### config.mk
export PLATFORM = sky130hd
export DESIGN_NAME = ltpi_frame_tx
export DESIGN_NICKNAME = d
export VERILOG_FILES = /design/src/source/ltpi_tx_pkg.sv /design/src/source/link_speed_resolver.sv /design/src/source/frame_byte_generator.sv /design/src/source/tx_frame_buffer.sv /design/src/source/frame_sent_tracker.sv /design/src/source/ltpi_frame_tx.sv
export SDC_FILE = /design/constraint.sdc
export NUM_CORES = 1
export LEC_CHECK = 0
export BUFFER_PORTS_ARGS = -buffer_cell sky130_fd_sc_hd__buf_2
export CAP_MARGIN = 20
export CORE_AREA = 2 2 180 182
export CTS_BUF_LIST = sky130_fd_sc_hd__clkbuf_4
export DETAILED_ROUTE_END_ITERATION = 6
export DIE_AREA = 0 0 182 184
export HOLD_SLACK_MARGIN = 0.08
export PLACE_DENSITY = 0.74
export REMOVE_ABC_BUFFERS = 1
export SYNTH_ARGS = -nofsm -noshare
export SYNTH_HDL_FRONTEND = slang
export SYNTH_SLANG_ARGS = --single-unit
### constraint.sdc
create_clock -name clk -period 21.3 [get_ports clk]
set_clock_uncertainty 0.2 [all_clocks]
set_input_delay 2.13 -clock clk [delete_from_list [all_inputs] [get_ports clk]]
set_output_delay 2.13 -clock clk [all_outputs]
set_load 0.02 [all_outputs]
### src/source/ltpi_tx_pkg.sv
package ltpi_tx_pkg;

    // ----------------------------------------
    // Link training state, driven from outside
    // ----------------------------------------
    typedef enum logic [3:0] {
        st_init,
        st_comma_hunting,
        st_wait_link_detect_locked,
        st_wait_link_speed_locked,
        st_link_speed_change,
        st_wait_link_advertise_locked,
        st_wait_in_advertise,
        st_operational,
        st_link_lost_err
    } link_state_t;

    // Speed multipliers, same order as the capability bits
    typedef enum logic [3:0] {
        base_freq_x1,
        base_freq_x2,
        base_freq_x3,
        base_freq_x4,
        base_freq_x6,
        base_freq_x8,
        base_freq_x10,
        base_freq_x12,
        base_freq_x16,
        base_freq_x24,
        base_freq_x32,
        base_freq_x40
    } link_speed_t;

    // ----------------------------------------
    // Frame data types
    // ----------------------------------------
    typedef logic [7:0]   frm_byte_t;
    typedef logic [3:0]   frm_offset_t;

    // Bits 0..11 follow link_speed_t, bit 15 is DDR
    typedef logic [15:0]  speed_capab_t;

    // Byte k sits at bits [8k+7:8k]
    typedef logic [119:0] frame_t;

    localparam int FRAME_BYTES = 15;
    localparam frm_offset_t FRAME_END_OFFSET = 4'd15;

    // ----------------------------------------
    // Symbols
    // ----------------------------------------
    localparam frm_byte_t K28_5 = 8'hBC;
    localparam frm_byte_t K28_6 = 8'hDC;

    localparam frm_byte_t SUB_DETECT    = 8'h00;
    localparam frm_byte_t SUB_SPEED     = 8'h01;
    localparam frm_byte_t SUB_ADVERTISE = 8'h00;

    localparam frm_byte_t LTPI_VERSION       = 8'h01;
    localparam frm_byte_t CAPAB_TYPE_DEFAULT = 8'h00;

    // Frame count thresholds
    localparam int DETECT_DONE_CNT   = 255;
    localparam int SPEED_DONE_CNT    = 7;
    localparam int SPEED_TIMEOUT_CNT = 32;

    // Counter widths
    localparam int DETECT_CNT_W = 16;
    localparam int SPEED_CNT_W  = 8;
    localparam int FRAME_CNT_W  = 32;

endpackage

### src/source/link_speed_resolver.sv
module link_speed_resolver (
    input  logic                      clk,
    input  logic                      reset,
    input  ltpi_tx_pkg::link_state_t  link_state,
    input  ltpi_tx_pkg::speed_capab_t local_speed_capab,
    input  ltpi_tx_pkg::speed_capab_t remote_speed_capab,
    output ltpi_tx_pkg::speed_capab_t speed_select,
    output ltpi_tx_pkg::link_speed_t  operational_speed,
    output logic                      ddr_mode
);
    import ltpi_tx_pkg::*;

    logic        speed_found;
    link_speed_t speed_next;

    // Capabilities shared by both ends
    assign speed_select = local_speed_capab & remote_speed_capab;

    // Highest common speed bit wins
    always_comb begin
        speed_found = 1'b0;
        speed_next  = base_freq_x1;
        for (int i = 0; i <= int'(base_freq_x40); i++) begin
            if (speed_select[i]) begin
                speed_found = 1'b1;
                speed_next  = link_speed_t'(i[3:0]);
            end
        end
    end

    always_ff @(posedge clk or posedge reset) begin
        if (reset) begin
            operational_speed <= base_freq_x1;
            ddr_mode          <= 1'b0;
        end else if (link_state == st_init) begin
            operational_speed <= base_freq_x1;
            ddr_mode          <= 1'b0;
        end else if (link_state == st_link_lost_err) begin
            operational_speed <= base_freq_x1;
        end else if (link_state == st_wait_link_detect_locked) begin
            if (speed_found) begin
                operational_speed <= speed_next;
            end
            ddr_mode <= speed_select[15];
        end
    end

endmodule

### src/source/frame_byte_generator.sv
module frame_byte_generator (
    input  ltpi_tx_pkg::link_state_t  link_state,
    input  ltpi_tx_pkg::frm_offset_t  frm_offset,
    input  ltpi_tx_pkg::speed_capab_t local_speed_capab,
    input  ltpi_tx_pkg::speed_capab_t speed_select,
    input  logic [15:0]               platform_id,
    input  logic [63:0]               advertise_capab,
    input  ltpi_tx_pkg::frame_t       operational_frame,
    output logic                      byte_wr,
    output ltpi_tx_pkg::frm_offset_t  byte_index,
    output ltpi_tx_pkg::frm_byte_t    byte_value
);
    import ltpi_tx_pkg::*;

    logic         speed_frame;
    speed_capab_t training_capab;
    logic [2:0]   adv_index;

    // Detect and speed frames share one layout
    assign speed_frame = (link_state == st_wait_link_speed_locked) ||
                         (link_state == st_link_speed_change);
    assign training_capab = speed_frame ? speed_select : local_speed_capab;

    // Advertise capability bytes start at offset 5
    assign adv_index = 3'(frm_offset - 4'd5);

    assign byte_index = frm_offset;

    always_comb begin
        byte_wr    = 1'b0;
        byte_value = '0;
        case (link_state)
            st_comma_hunting, st_wait_link_detect_locked,
            st_wait_link_speed_locked, st_link_speed_change: begin
                byte_wr = (frm_offset <= 4'd4);
                case (frm_offset)
                    4'd0: byte_value = K28_5;
                    4'd1: byte_value = speed_frame ? SUB_SPEED : SUB_DETECT;
                    4'd2: byte_value = LTPI_VERSION;
                    4'd3: byte_value = training_capab[7:0];
                    4'd4: byte_value = training_capab[15:8];
                    default: byte_value = '0;
                endcase
            end
            st_wait_link_advertise_locked, st_wait_in_advertise: begin
                byte_wr = (frm_offset != FRAME_END_OFFSET);
                case (frm_offset)
                    4'd0: byte_value = K28_6;
                    4'd1: byte_value = SUB_ADVERTISE;
                    4'd2: byte_value = platform_id[15:8];
                    4'd3: byte_value = platform_id[7:0];
                    4'd4: byte_value = CAPAB_TYPE_DEFAULT;
                    4'd5, 4'd6, 4'd7, 4'd8, 4'd9, 4'd10, 4'd11, 4'd12: begin
                        byte_value = advertise_capab[{adv_index, 3'b000} +: 8];
                    end
                    // Data 11 and 12 are reserved
                    default: byte_value = '0;
                endcase
            end
            st_operational: begin
                if (frm_offset != FRAME_END_OFFSET) begin
                    byte_wr    = 1'b1;
                    byte_value = operational_frame[{frm_offset, 3'b000} +: 8];
                end
            end
            default: begin
                byte_wr = 1'b0;
            end
        endcase
    end

endmodule

### src/source/tx_frame_buffer.sv
module tx_frame_buffer (
    input  logic                     clk,
    input  logic                     reset,
    input  ltpi_tx_pkg::link_state_t link_state,
    input  logic                     byte_wr,
    input  ltpi_tx_pkg::frm_offset_t byte_index,
    input  ltpi_tx_pkg::frm_byte_t   byte_value,
    output ltpi_tx_pkg::frame_t      frame_tx
);
    import ltpi_tx_pkg::*;

    frm_byte_t frame_bytes [FRAME_BYTES];

    // Bytes not rewritten keep the previous frame's contents
    always_ff @(posedge clk or posedge reset) begin
        if (reset) begin
            for (int i = 0; i < FRAME_BYTES; i++) begin
                frame_bytes[i] <= '0;
            end
        end else if (link_state == st_init || link_state == st_link_lost_err) begin
            for (int i = 0; i < FRAME_BYTES; i++) begin
                frame_bytes[i] <= '0;
            end
        end else if (byte_wr) begin
            frame_bytes[byte_index] <= byte_value;
        end
    end

    // Flatten, byte 0 in the low bits
    for (genvar i = 0; i < FRAME_BYTES; i++) begin : g_flatten
        assign frame_tx[8*i +: 8] = frame_bytes[i];
    end

endmodule

### src/source/frame_sent_tracker.sv
module frame_sent_tracker (
    input  logic                                  clk,
    input  logic                                  reset,
    input  ltpi_tx_pkg::link_state_t              link_state,
    input  ltpi_tx_pkg::frm_offset_t              frm_offset,
    output logic [ltpi_tx_pkg::DETECT_CNT_W-1:0]  detect_frm_cnt,
    output logic [ltpi_tx_pkg::SPEED_CNT_W-1:0]   speed_frm_cnt,
    output logic [ltpi_tx_pkg::FRAME_CNT_W-1:0]   advertise_frm_cnt,
    output logic [ltpi_tx_pkg::FRAME_CNT_W-1:0]   operational_frm_cnt,
    output logic                                  detect_frames_done,
    output logic                                  speed_frames_done,
    output logic                                  speed_timeout
);
    import ltpi_tx_pkg::*;

    logic link_clear;
    logic frame_end_seen;
    logic frame_end;

    assign link_clear = (link_state == st_init) || (link_state == st_link_lost_err);

    // Count once per run of the last offset
    assign frame_end = (frm_offset == FRAME_END_OFFSET) && !frame_end_seen;

    // ----------------------------------------
    // Frame counters
    // ----------------------------------------
    always_ff @(posedge clk or posedge reset) begin
        if (reset) begin
            frame_end_seen      <= 1'b0;
            detect_frm_cnt      <= '0;
            speed_frm_cnt       <= '0;
            advertise_frm_cnt   <= '0;
            operational_frm_cnt <= '0;
        end else if (link_clear) begin
            frame_end_seen      <= 1'b0;
            detect_frm_cnt      <= '0;
            speed_frm_cnt       <= '0;
            advertise_frm_cnt   <= '0;
            operational_frm_cnt <= '0;
        end else begin
            frame_end_seen <= (frm_offset == FRAME_END_OFFSET);
            if (frame_end) begin
                case (link_state)
                    // Comma hunting frames are not counted
                    st_wait_link_detect_locked: detect_frm_cnt <= detect_frm_cnt + 1'b1;
                    st_wait_link_speed_locked, st_link_speed_change: begin
                        speed_frm_cnt <= speed_frm_cnt + 1'b1;
                    end
                    st_wait_link_advertise_locked, st_wait_in_advertise: begin
                        advertise_frm_cnt <= advertise_frm_cnt + 1'b1;
                    end
                    st_operational: operational_frm_cnt <= operational_frm_cnt + 1'b1;
                    default: ;
                endcase
            end
        end
    end

    // ----------------------------------------
    // Status flags
    // ----------------------------------------
    always_ff @(posedge clk or posedge reset) begin
        if (reset) begin
            detect_frames_done <= 1'b0;
            speed_frames_done  <= 1'b0;
            speed_timeout      <= 1'b0;
        end else begin
            detect_frames_done <= (detect_frm_cnt >= DETECT_DONE_CNT);
            if (link_clear) begin
                speed_frames_done <= 1'b0;
                speed_timeout     <= 1'b0;
            end else begin
                speed_frames_done <= (speed_frm_cnt >= SPEED_DONE_CNT);
                // Sticky until the link restarts
                if (speed_frm_cnt >= SPEED_TIMEOUT_CNT) begin
                    speed_timeout <= 1'b1;
                end
            end
        end
    end

endmodule

### src/source/ltpi_frame_tx.sv
module ltpi_frame_tx (
    input  logic                                  clk,
    input  logic                                  reset,
    input  ltpi_tx_pkg::link_state_t              link_state,
    input  ltpi_tx_pkg::frm_offset_t              frm_offset,
    input  ltpi_tx_pkg::speed_capab_t             local_speed_capab,
    input  ltpi_tx_pkg::speed_capab_t             remote_speed_capab,
    input  logic [15:0]                           platform_id,
    input  logic [63:0]                           advertise_capab,
    input  ltpi_tx_pkg::frame_t                   operational_frame,
    output ltpi_tx_pkg::frame_t                   frame_tx,
    output logic [ltpi_tx_pkg::DETECT_CNT_W-1:0]  detect_frm_cnt,
    output logic [ltpi_tx_pkg::SPEED_CNT_W-1:0]   speed_frm_cnt,
    output logic [ltpi_tx_pkg::FRAME_CNT_W-1:0]   advertise_frm_cnt,
    output logic [ltpi_tx_pkg::FRAME_CNT_W-1:0]   operational_frm_cnt,
    output logic                                  detect_frames_done,
    output logic                                  speed_frames_done,
    output logic                                  speed_timeout,
    output ltpi_tx_pkg::link_speed_t              operational_speed,
    output logic                                  ddr_mode
);
    import ltpi_tx_pkg::*;

    speed_capab_t speed_select;
    logic         byte_wr;
    frm_offset_t  byte_index;
    frm_byte_t    byte_value;

    link_speed_resolver link_speed_resolver_i (
        .clk                (clk),
        .reset              (reset),
        .link_state         (link_state),
        .local_speed_capab  (local_speed_capab),
        .remote_speed_capab (remote_speed_capab),
        .speed_select       (speed_select),
        .operational_speed  (operational_speed),
        .ddr_mode           (ddr_mode)
    );

    frame_byte_generator frame_byte_generator_i (
        .link_state        (link_state),
        .frm_offset        (frm_offset),
        .local_speed_capab (local_speed_capab),
        .speed_select      (speed_select),
        .platform_id       (platform_id),
        .advertise_capab   (advertise_capab),
        .operational_frame (operational_frame),
        .byte_wr           (byte_wr),
        .byte_index        (byte_index),
        .byte_value        (byte_value)
    );

    tx_frame_buffer tx_frame_buffer_i (
        .clk        (clk),
        .reset      (reset),
        .link_state (link_state),
        .byte_wr    (byte_wr),
        .byte_index (byte_index),
        .byte_value (byte_value),
        .frame_tx   (frame_tx)
    );

    frame_sent_tracker frame_sent_tracker_i (
        .clk                 (clk),
        .reset               (reset),
        .link_state          (link_state),
        .frm_offset          (frm_offset),
        .detect_frm_cnt      (detect_frm_cnt),
        .speed_frm_cnt       (speed_frm_cnt),
        .advertise_frm_cnt   (advertise_frm_cnt),
        .operational_frm_cnt (operational_frm_cnt),
        .detect_frames_done  (detect_frames_done),
        .speed_frames_done   (speed_frames_done),
        .speed_timeout       (speed_timeout)
    );

endmodule

==> results of run 1 <==
==> logic make-up (layout without fill, tap and decap cells) <==
group / count (synthesis) / after routing / synth area share
AND/OR/NAND/NOR: 442 / 442 / 0.191
AO/OA/AOI/OAI: 259 / 259 / 0.154
flip-flops: 217 / 217 / 0.454
buffers and inverters: 94 / 578 / 0.0380
XOR/XNOR: 77 / 77 / 0.0564
multiplexers: 76 / 76 / 0.0979
adder cells (fa/ha/maj): 9 / 9 / 0.00941
other: 0 / 14 / 0
==> how the worst max path moves through the flow <==
stage / from / slack [ns] / depth (start not counted) / endpoint
after floorplan: reset / 13.03 / 1 / frame_sent_tracker_i.advertise_frm_cnt[0]$_DFFE_PP0P_
after global placement: frm_offset[0] / 15.15 / 9 / tx_frame_buffer_i.frame_tx[35]$_DFFE_PP0P_
after detailed placement: frm_offset[0] / 14.97 / 9 / tx_frame_buffer_i.frame_tx[67]$_DFFE_PP0P_
after CTS: frm_offset[0] / 15.67 / 9 / tx_frame_buffer_i.frame_tx[18]$_DFFE_PP0P_
after global routing: frm_offset[1] / 15.47 / 8 / tx_frame_buffer_i.frame_tx[67]$_DFFE_PP0P_
final: frm_offset[1] / 15.68 / 8 / tx_frame_buffer_i.frame_tx[18]$_DFFE_PP0P_
==> stage by stage <==
step                      power [uW]  setup WS (ns)  instances  hold WS [ns]
final                            908          15.68       2074         0.275
after global routing             950          15.47       2065         0.307
after CTS                        918          15.67       2059         0.279
after detailed placement         572          14.97       1965         0.264
after global placement           570          15.15       1964         0.262
after floorplan                  503          13.03       1095         0.383
==> synth_stat cells (3+ instances only) <==
library cell | count | area (um^2)
inv_1 | 15 | 56.3
or3_1 | 10 | 62.6
buf_6 | 7 | 78.8
a2111oi_0 | 3 | 26.3
nand3_1 | 101 | 505
nor2b_1 | 5 | 31.3
o21ai_0 | 85 | 425
and3_1 | 25 | 156
o211ai_1 | 18 | 135
o22ai_1 | 4 | 25.0
mux4_2 | 23 | 518
xor2_1 | 56 | 490
a22o_1 | 13 | 114
and4_1 | 6 | 52.6
nor3_1 | 16 | 80.1
nand4_1 | 33 | 206
a32oi_1 | 7 | 61.3
nor4_1 | 6 | 37.5
buf_1 | 7 | 26.3
buf_2 | 18 | 90.1
a32o_1 | 32 | 320
nand3b_1 | 10 | 75.1
mux2_2 | 7 | 78.8
clkbuf_1 | 40 | 150
xnor2_1 | 21 | 184
a31o_2 | 3 | 26.3
nor3_2 | 3 | 30.0
a31oi_1 | 8 | 50.1
a221o_1 | 5 | 50.1
mux2i_1 | 39 | 390
a21oi_1 | 29 | 145
nand2_1 | 95 | 357
mux4_1 | 7 | 184
o21ai_2 | 11 | 96.3
nor2_1 | 104 | 390
dfrtp_1 | 217 | 5430
ha_1 | 9 | 113
a22oi_1 | 19 | 143
nand2b_1 | 3 | 18.8
nor3b_2 | 3 | 37.5
o31ai_1 | 6 | 45.0
buf_4 | 7 | 52.6
and2_1 | 6 | 37.5
==> report_power, final <==
group	internal (uW)	switching, uW
Sequential	420	6.58
Clock	168	175
Combinational	52.6	85.8
==> tightest hold or removal path, delay by kind of cell, from the launching register on <==
family / cells / cell delay [ns]
simple gates: 1 / 0.05
compound gates: 1 / 0.05
flops: 1 / 0.34
==> sequential cells by signal, summed over array words and instances (netlist names), 4 cells and up <==
signal / count
frame_sent_tracker_i.operational_frm_cnt: 32
frame_sent_tracker_i.advertise_frm_cnt: 32
link_speed_resolver_i.operational_speed: 4
tx_frame_buffer_i.frame_tx: 120
frame_sent_tracker_i.detect_frm_cnt: 16
frame_sent_tracker_i.speed_frm_cnt: 8
==> layout make-up <==
type,count,share of cell area
multi-input combinational,863,0.402
antenna,14,0.00231
tap,402,0.0331
sequential,217,0.358
inverter,15,0.00420
timing repair buffer,469,0.157
clock inverter,16,0.00470
clock buffer,78,0.0386
==> layer usage <==
layer,vias up,global-route usage,part of all wire
met5,-,0,0.00083
met4,6,0.0661,0.017
met3,72,0.0933,0.11
met2,596,0.411,0.44
met1,5815,0.371,0.43
li1,5315,-,-
==> qor.yml, run 1 <==
fin_crit_ns: 5.62
fp.dieArea_mm2: 0.0335
numCtsBuffers: 58
setup_viol: 0
io_buffers: 457
vias: 11804
worstHoldStart: "link_speed_resolver_i.operational_speed[0]$_DFFE_PP0P_"
layout_common_cells: "buf_2 (456), dfrtp_1 (217), nor2_1 (103)"
grt_pass1_wl_um: 69700
synth_seq_area_share: 0.454
slew_headroom: 0.273
grt_max_degree: 141
ios: 458
cap_viol_max_count: 0
final_common_cell: "buf_2"
synth_cell_type_count: 68
stdcell_area_mm2: 0.0152
postCtsSetupBuffers: 0
grt_setup_unrepaired: "false"
hold_class: "register to register"
cellLeakagePower_uw: 0.00765
ir_drop_uv: 31.7
timing.rr.start: "frame_sent_tracker_i.frame_end_seen$_DFF_PP0_"
synthFlopType: "dfrtp_1"
gp_congestion: 0.953
placed_area_mm2: 0.0145
path_max_fanout: 36
fmax_mhz: 178
async_flop_share: 1.00
finalWirelength_um: 45900
grt_antenna_before_repair: 14
antenna_left: 0
die_w_um: 182
dpl.hpwl_um: 34900
area_delta_synth_final_pct: 26.8
initialDrtViolationCount: 940
cts_tree: "done"
regArea_mm2: 0.00543
clkLatencyLatePin_ns: 0.67
ys_ff_latch: 217
synth_edf_count: 0
whs_path_depth: 2
powerDensity_mw_per_mm2: 59.9
overflow: 0
crit_family: "XOR/XNOR gates"
holdPathEnd: "link_speed_resolver_i.operational_speed[0]$_DFFE_PP0P_"
crit_type: "primary input to register"
critical_path.endpoint_type: "register"
period_share: 0.264
final_util: 0.483
syn_area_per_cell_um2: 10.2
grt_usage: 0.271
rr_endpoint: "frame_sent_tracker_i.operational_frm_cnt[31]$_DFFE_PP0P_"
hold_viol: 0
dr.pass1.iters: 5
outcome: "finished clean"
start_util: 0.381
fp.dieH_um: 184
drc: 0
crit_buf_inv: 2
yosys_warnings: 0
fill_cells: 2987
syn_area_mm2: 0.0120
cts_resized: 0
rows: 65
slowest_delay_ns: 0.81
fin_nets: 1875
grt_pass1_vias: 11608
crit_chain: "buf_2 > inv_1 > ha_1 > xor2_1 > mux2_2 > o211ai_1 > nand4_1 > a32o_1"
finalSetupTns_ns: 0
cp.required_ns: 21.65
drive_above_1_share: 0.375
syn-instance-count: 1174
core_region_area_mm2: 0.0314
ctsHoldBuffers: 0
critPathLaunchType: "primary input"
cts.sink_count: 217
clkTransAtPathRegs_ns: 0.06
cts_root_buf: "clkbuf_4"
r2r_setup_slack_ns: 18.65
cts_max_level: 2
drv_slew: 0
arrival_ns: 5.96
reg2reg_depth: 6
cts_buffer_depth: 3
vias_per_cell: 5.69
cp_slowest_cell: "xor2_1"
tightest_slew_ns: 1.09
multiInputGateArea_mm2: 0.00610
wl_per_cell_um: 22.1
Power figures use the tool's default switching activity.
==> run 2: changes to the inputs <==
--- a/config.mk
+++ b/config.mk
@@ -12,7 +12,7 @@
 export DETAILED_ROUTE_END_ITERATION = 6
 export DIE_AREA = 0 0 182 184
 export HOLD_SLACK_MARGIN = 0.08
-export PLACE_DENSITY = 0.74
+export PLACE_DENSITY = 0.76
 export REMOVE_ABC_BUFFERS = 1
 export SYNTH_ARGS = -nofsm -noshare
 export SYNTH_HDL_FRONTEND = slang
==> constraint.sdc (replaced) <==
create_clock -name clk -period 4.65 [get_ports clk]
set_clock_uncertainty 0.2 [all_clocks]
set_input_delay 0.465 -clock clk [delete_from_list [all_inputs] [get_ports clk]]
set_output_delay 0.465 -clock clk [all_outputs]
set_load 0.02 [all_outputs]
==> run 2 against run 1 <==
Compared with the run above: via count rose by 0.71%; combinational power grew to 4.7 times the previous value; worst setup slack worse by 14 ns; critical endpoint is now tx_frame_buffer_i.frame_tx[21]$_DFFE_PP0P_.
==> qor.yml, run 2 (synthesis gave the netlist of run 1 again) <==
path_max_fanout: 63  # +75%
grt_pass1_vias: 11938  # +2.8%
whs_path_depth: 3  # +1
clkLatencyLatePin_ns: 0.68  # about the same
layout_common_cells: "buf_2 (456), dfrtp_1 (217), nor2_1 (103)"
slowest_delay_ns: 0.86  # +0.05 ns
fin_nets: 1893  # +0.96%
cts_tree: "done"
fp.dieArea_mm2: 0.0335  # unchanged
fmax_mhz: 317
rr_endpoint: "frame_sent_tracker_i.detect_frm_cnt[10]$_DFFE_PP0P_"
crit_chain: "buf_4 > buf_4 > mux4_1 > mux2i_1 > nor3_1 > a2111oi_4 > o21ai_0"
outcome: "finished clean"
wl_per_cell_um: 22.2  # +0.55%
finalSetupTns_ns: 0  # unchanged
grt_antenna_before_repair: 17  # +3
drv_slew: 0  # unchanged
final_common_cell: "buf_2"
finalWirelength_um: 46600  # +1.6%
cellLeakagePower_uw: 0.00776  # +1.4%
path_common_cell: "buf_4"
finalPower_uw: 4250  # +370%
hold_class: "primary input to register"
grt_pass1_wl_um: 71200  # +2.2%
slew_headroom: 0.328  # +0.0550
p_seq_frac: 0.459  # -0.010
cts_max_level: 2  # unchanged
core_region_area_mm2: 0.0314  # unchanged
drive_above_1_share: 0.378  # +0.00320
drc: 0  # unchanged
setup_viol: 0  # unchanged
cts_resized: 0  # unchanged
clkTransAtPathRegs_ns: 0.08  # +0.02 ns
fp.dieH_um: 184  # unchanged
dp.cells: 1979  # +0.71%
cp_slowest_cell: "a2111oi_4"
dpl.hpwl_um: 35300  # +1.1%
cts_buffer_depth: 3  # unchanged
area_delta_synth_final_pct: 28.5
dr.pass1.iters: 5  # unchanged
largest_reg_flops: 120  # unchanged
holdPathEnd: "link_speed_resolver_i.ddr_mode$_DFFE_PP0P_"
p_int_uw: 3020  # +370%
timing.rr.start: "frame_sent_tracker_i.frame_end_seen$_DFF_PP0_"
numCtsBuffers: 57  # -1.7%
switchingPower_uw: 1230  # +360%
die_w_um: 182  # unchanged
grt_max_degree: 136  # -3.5%
fin_crit_ns: 3.15
r2r_setup_slack_ns: 2.02  # -16.63 ns
cp.required_ns: 4.96  # -16.69 ns
vias: 11888  # +0.71%
vias_per_cell: 5.67  # -0.30%
powerDensity_mw_per_mm2: 276  # +360%
grt_usage: 0.276  # +0.00532
cts_root_buf: "clkbuf_4"
switching_share: 0.289  # -0.00548
hold_viol: 0  # unchanged
critical_path.endpoint_type: "register"
pwr-share-clk: 0.388  # +0.010
cap_viol_max_count: 0  # unchanged
period_share: 0.678
cts.sink_count: 217  # unchanged
grt_setup_unrepaired: "false"
finalNonFillerCells: 2095  # +1.0%
overflow: 0  # unchanged
tightest_slew_ns: 1.01  # -0.0826 ns
crit_type: "primary input to register"
antenna_left: 0  # unchanged
arrival_ns: 3.46  # -2.50 ns
rows: 65  # unchanged
ir_drop_uv: 226  # +610%
gp_congestion: 1.00  # +5.2%
critPathLaunchType: "primary input"
start_util: 0.381  # unchanged
pwr-share-comb: 0.153  # about the same
fill_cells: 2955  # -1.1%
io_buffers: 457  # unchanged
ios: 458  # unchanged
reg2reg_depth: 5  # -1
worstHoldStart: "link_state[2]"
initialDrtViolationCount: 912  # -3.0%
[run 2: cell count changes in the layout (fill, tap and decap cells not counted), moves of 2 or more]
cell | before | now
clkinv_1 | 11 | 14
clkbuf_4 | 78 | 80
diode_2 | 14 | 12
buf_4 | 11 | 25
dlygate4sd3_1 | 0 | 6
buf_6 | 2 | 0
clkinv_2 | 2 | 0
[run 2: through the flow]
| step | setup WS (ns) | util | area, um^2 | hold WS, ns |
|---|---|---|---|---|
| global route | 1.29 | 0.489 | 15400 | 0.133 |
| finish | 1.50 | 0.490 | 15400 | 0.145 |
| detailed placement | 0.826 | 0.465 | 14600 | 0.273 |
| CTS | 1.53 | 0.489 | 15300 | 0.0830 |
| global placement | 0.926 | 0.465 | 14600 | 0.261 |
| floorplan | -1.95 | - | 11600 | 0.383 |
[run 2: power groups by stage]
stage,clock network (uW),registers [uW],logic (uW)
finish,1650,1950,650
global route,1800,1950,704
CTS,1700,1950,649
detailed placement,0,1990,643
floorplan,0,2030,279
global placement,0,1980,632
[run 2: how the worst max path moves through the flow]
| stage | from | end | slack (ns) | depth (start not counted) |
|---|---|---|---|---|
| detailed placement | frm_offset[0] | tx_frame_buffer_i.frame_tx[21]$_DFFE_PP0P_ | 0.83 | 7 |
| CTS | frm_offset[0] | tx_frame_buffer_i.frame_tx[21]$_DFFE_PP0P_ | 1.53 | 7 |
| global placement | frm_offset[0] | tx_frame_buffer_i.frame_tx[53]$_DFFE_PP0P_ | 0.93 | 7 |
| floorplan | reset | frame_sent_tracker_i.advertise_frm_cnt[0]$_DFFE_PP0P_ | -1.95 | 1 |
| global route | frm_offset[0] | tx_frame_buffer_i.frame_tx[21]$_DFFE_PP0P_ | 1.29 | 7 |
| finish | frm_offset[0] | tx_frame_buffer_i.frame_tx[21]$_DFFE_PP0P_ | 1.50 | 7 |
[run 2: layout make-up]
class / instances / area, um^2 / share of cell area
Multi-Input combinational cell: 863 / 6100 / 0.397
Sequential cell: 217 / 5430 / 0.353
Timing Repair Buffer: 488 / 2550 / 0.166
Clock buffer: 80 / 601 / 0.0390
Tap cell: 402 / 503 / 0.0327
Clock inverter: 18 / 103 / 0.00667
Inverter: 15 / 63.8 / 0.00415
Antenna cell: 12 / 30.0 / 0.00195
[run 2: what timing repair did]
action                                 CTS  global route
hold buffers                             6             0
endpoints found under the hold margin  136             0
setup buffers                            0             0
[run 2: critical path, delay by kind of cell]
kind / cells / cell delay (ns)
AO/OA/AOI/OAI: 2 / 1.11
buffers and inverters: 2 / 0.91
multiplexers: 2 / 0.84
AND/OR/NAND/NOR: 1 / 0.10
[run 2: metal layers]
| layer | vias up | global-route usage | wire, um |
|---|---|---|---|
| met5 | - | 0.00889 | 85 |
| met4 | 10 | 0.0652 | 840 |
| met3 | 80 | 0.0963 | 4980 |
| met2 | 589 | 0.428 | 21000 |
| met1 | 5847 | 0.370 | 19700 |
| li1 | 5362 | - | - |
==> run 3: changes to the inputs <==
--- a/config.mk
+++ b/config.mk
@@ -5,6 +5,7 @@
 export SDC_FILE = /design/constraint.sdc
 export NUM_CORES = 1
 export LEC_CHECK = 0
+export ABC_AREA = 1
 export BUFFER_PORTS_ARGS = -buffer_cell sky130_fd_sc_hd__buf_2
 export CAP_MARGIN = 20
 export CORE_AREA = 2 2 180 182
@@ -12,7 +13,7 @@
 export DETAILED_ROUTE_END_ITERATION = 6
 export DIE_AREA = 0 0 182 184
 export HOLD_SLACK_MARGIN = 0.08
-export PLACE_DENSITY = 0.76
+export PLACE_DENSITY = 0.81
 export REMOVE_ABC_BUFFERS = 1
 export SYNTH_ARGS = -nofsm -noshare
 export SYNTH_HDL_FRONTEND = slang
==> constraint.sdc (replaced) <==
create_clock -name clk -period 2.56 [get_ports clk]
set_clock_uncertainty 0.2 [all_clocks]
set_input_delay 0.256 -clock clk [delete_from_list [all_inputs] [get_ports clk]]
set_output_delay 0.256 -clock clk [all_outputs]
set_load 0.02 [all_outputs]
==> run 3 against run 2 <==
Compared with the run above: combinational power grew to 2.8 times the previous value; clock power grew 84%; global-route usage is 2.9 points higher; highest routed layer unchanged.
==> qor.yml, run 3 <==
vias: 15540  # +31%
rows: 65  # unchanged
grt_usage: 0.305  # +0.0289
gp_congestion: 0.992  # -1.0%
ys_ff_latch: 217  # unchanged
synth_cell_type_count: 41  # -40%
ir_drop_uv: 335  # +49%
dpl.hpwl_um: 39300  # +11%
syn_area_mm2: 0.0133  # +11%
powerDensity_mw_per_mm2: 485  # +76%
grt_pass1_wl_um: 80600  # +13%
clkLatencyLatePin_ns: 0.72  # +0.04 ns
place_ws_ns: -0.0940  # -0.920 ns
cts_buffer_depth: 3  # unchanged
outcome: "finished clean"
numCtsBuffers: 58  # +1.8%
setup_ws_ns: 0.0335  # -1.47 ns
grt_setup_unrepaired: "true"
area_delta_synth_final_pct: 32.9
cts_tree: "done"
cts_root_buf: "clkbuf_4"
wl_per_cell_um: 17.2  # -23%
slowest_delay_ns: 0.58  # -0.28 ns
syn_area_per_cell_um2: 6.70  # -34%
finalWirelength_um: 51700  # +11%
synth_seq_area_share: 0.407  # -0.0464
vias_per_cell: 5.16  # -9.1%
setup_viol: 0  # unchanged
overflow: 0  # unchanged
cts.sink_count: 217  # unchanged
async_flop_share: 1.00  # unchanged
drc: 0  # unchanged
cellLeakagePower_uw: 0.0101  # +30%
drv_slew: 0  # unchanged
fin_nets: 2816  # +49%
io_buffers: 457  # unchanged
hold_ws_ns: 0.0376  # -0.107 ns
clkTransAtPathRegs_ns: 0.05  # -0.03 ns
synth.most_common_cell: "nand2_1"
stdcell_area_mm2: 0.0177  # +15%
synth_area_leaders: "dfrtp_1 (41%), nand2_1 (25%), nor2_1 (5.9%)"
fp.dieArea_mm2: 0.0335  # unchanged
grt_antenna_before_repair: 9  # -8
core_region_area_mm2: 0.0314  # unchanged
grt_max_degree: 87  # -36%
period_share: 0.987
cp.required_ns: 2.95  # -2.01 ns
cap_viol_max_count: 0  # unchanged
crit_chain: "dlygate4sd3_1 > buf_2 > nand2_1 > dlygate4sd3_1 > nand2_1 > nor2_1 > nand2_1 > nor3_2 > o21ai_1 > nand2_1 > inv_1 > nand2_1 > dlygate4sd3_1 > nand2_1"
hold_class: "primary input to register"
fin_crit_ns: 2.53
synth_edf_count: 0  # unchanged
initialDrtViolationCount: 1155  # +27%
dr.pass1.iters: 6  # +1
largest_reg_flops: 120  # unchanged
synth_commonest_cells: "nand2_1 (883), dfrtp_1 (217), nor2_1 (209)"
synth_top_area_frac: 0.407  # -0.0464
cts_max_level: 2  # unchanged
finalPower_uw: 8600  # +100%
synthFlopType: "dfrtp_1"
crit_type: "primary input to register"
yosys.area.top_type: "dfrtp_1"
placed_area_mm2: 0.0163  # +12%
hold_viol: 0  # unchanged
ios: 458  # unchanged
syn-instance-count: 1990  # +70%
path_common_cell: "nand2_1"
die_w_um: 182  # unchanged
fp.dieH_um: 184  # unchanged
critical_path.endpoint_type: "register"
final_common_cell: "nand2_1"
antenna_left: 0  # unchanged
path_max_fanout: 3  # -95%
layout_common_cells: "nand2_1 (883), buf_2 (455), dfrtp_1 (217)"
start_util: 0.425  # +0.0434
cp_slowest_cell: "dlygate4sd3_1"
tightest_slew_ns: 0.735  # -0.273 ns
slew_headroom: 0.510  # +0.182
critPathLaunchType: "primary input"
arrival_ns: 2.91  # -0.55 ns
grt_pass1_vias: 15187  # +27%
drive_above_1_share: 0.262  # -0.116
yosys_warnings: 0  # unchanged
fmax_mhz: 396
run 3: per-stage QoR:
stage | TNS (ns) | std cells | utilization
after global placement | -0.851 | 2845 | 0.521
after global routing | -0.126 | 3009 | 0.564
after CTS | 0 | 3004 | 0.563
after floorplan | -863.06 | 1927 | -
final | 0 | 3013 | 0.564
after detailed placement | -0.968 | 2845 | 0.521
run 3: worst paths after layout:
kind                                                                        from                                                       end  slack (ns)  depth (start not counted)
min in group asynchronous                                                  reset  frame_sent_tracker_i.operational_frm_cnt[13]$_DFFE_PP0P_        0.56                          4
max                                                        remote_speed_capab[7]    link_speed_resolver_i.operational_speed[0]$_DFFE_PP0P_        0.03                         14
max in group asynchronous                                                  reset                tx_frame_buffer_i.frame_tx[39]$_DFFE_PP0P_        0.81                          5
min                                                        local_speed_capab[11]    link_speed_resolver_i.operational_speed[1]$_DFFE_PP0P_        0.04                          6
min reg2reg                           tx_frame_buffer_i.frame_tx[33]$_DFFE_PP0P_                tx_frame_buffer_i.frame_tx[33]$_DFFE_PP0P_        0.28                          2
max reg2reg                frame_sent_tracker_i.advertise_frm_cnt[1]$_DFFE_PP0P_    frame_sent_tracker_i.advertise_frm_cnt[20]$_DFFE_PP0P_        0.20                          8
run 3: logic make-up (layout without fill, tap and decap cells):
kind of cell             Yosys count  count (layout)  share of synthesized area
AND/OR/NAND/NOR                 1338            1338                      0.417
buffers and inverters            226             839                     0.0744
flip-flops                       217             217                      0.407
AO/OA/AOI/OAI                    175             175                     0.0753
XOR/XNOR                          25              25                     0.0178
adder cells (fa/ha/maj)            9               9                    0.00845
other                              0               8                          0
run 3: area by class of cell:
cell class	count	area [um^2]
timing repair buffer	578	3510
antenna	8	20.0
clock inverter	11	57.6
multi-input combinational	1547	6920
clock buffer	87	653
inverter	163	621
tap	402	503
sequential	217	5430
fill	3096	13700
run 3: metal layers:
layer  part of all wire  vias up  GRT usage
met5            0.00044        -          0
met4              0.031        4      0.106
met3               0.10      123     0.0931
met2               0.45      730      0.489
met1               0.42     7246      0.391
li1                   -     7437          -
run 3: power by group:
group          internal [uW]  leakage (uW)  switching [uW]
Sequential              3590       0.00298             166
Clock                   1540      0.000425            1490
Combinational            666       0.00671            1140
Total                   5800        0.0101            2790
run 3: worst max-delay path, delay by kind of cell:
kind / cells / cell delay (ns)
buffers and inverters: 5 / 1.88
AOI/OAI and AO/OA: 1 / 0.09
and+or+nand+nor: 8 / 0.70
run 3: timing repair:
item,in CTS,in global routing
resized for setup,0,11
setup endpoints to repair,0,11
hold endpoints to repair,346,0
hold buffers,61,0
setup buffers,0,1
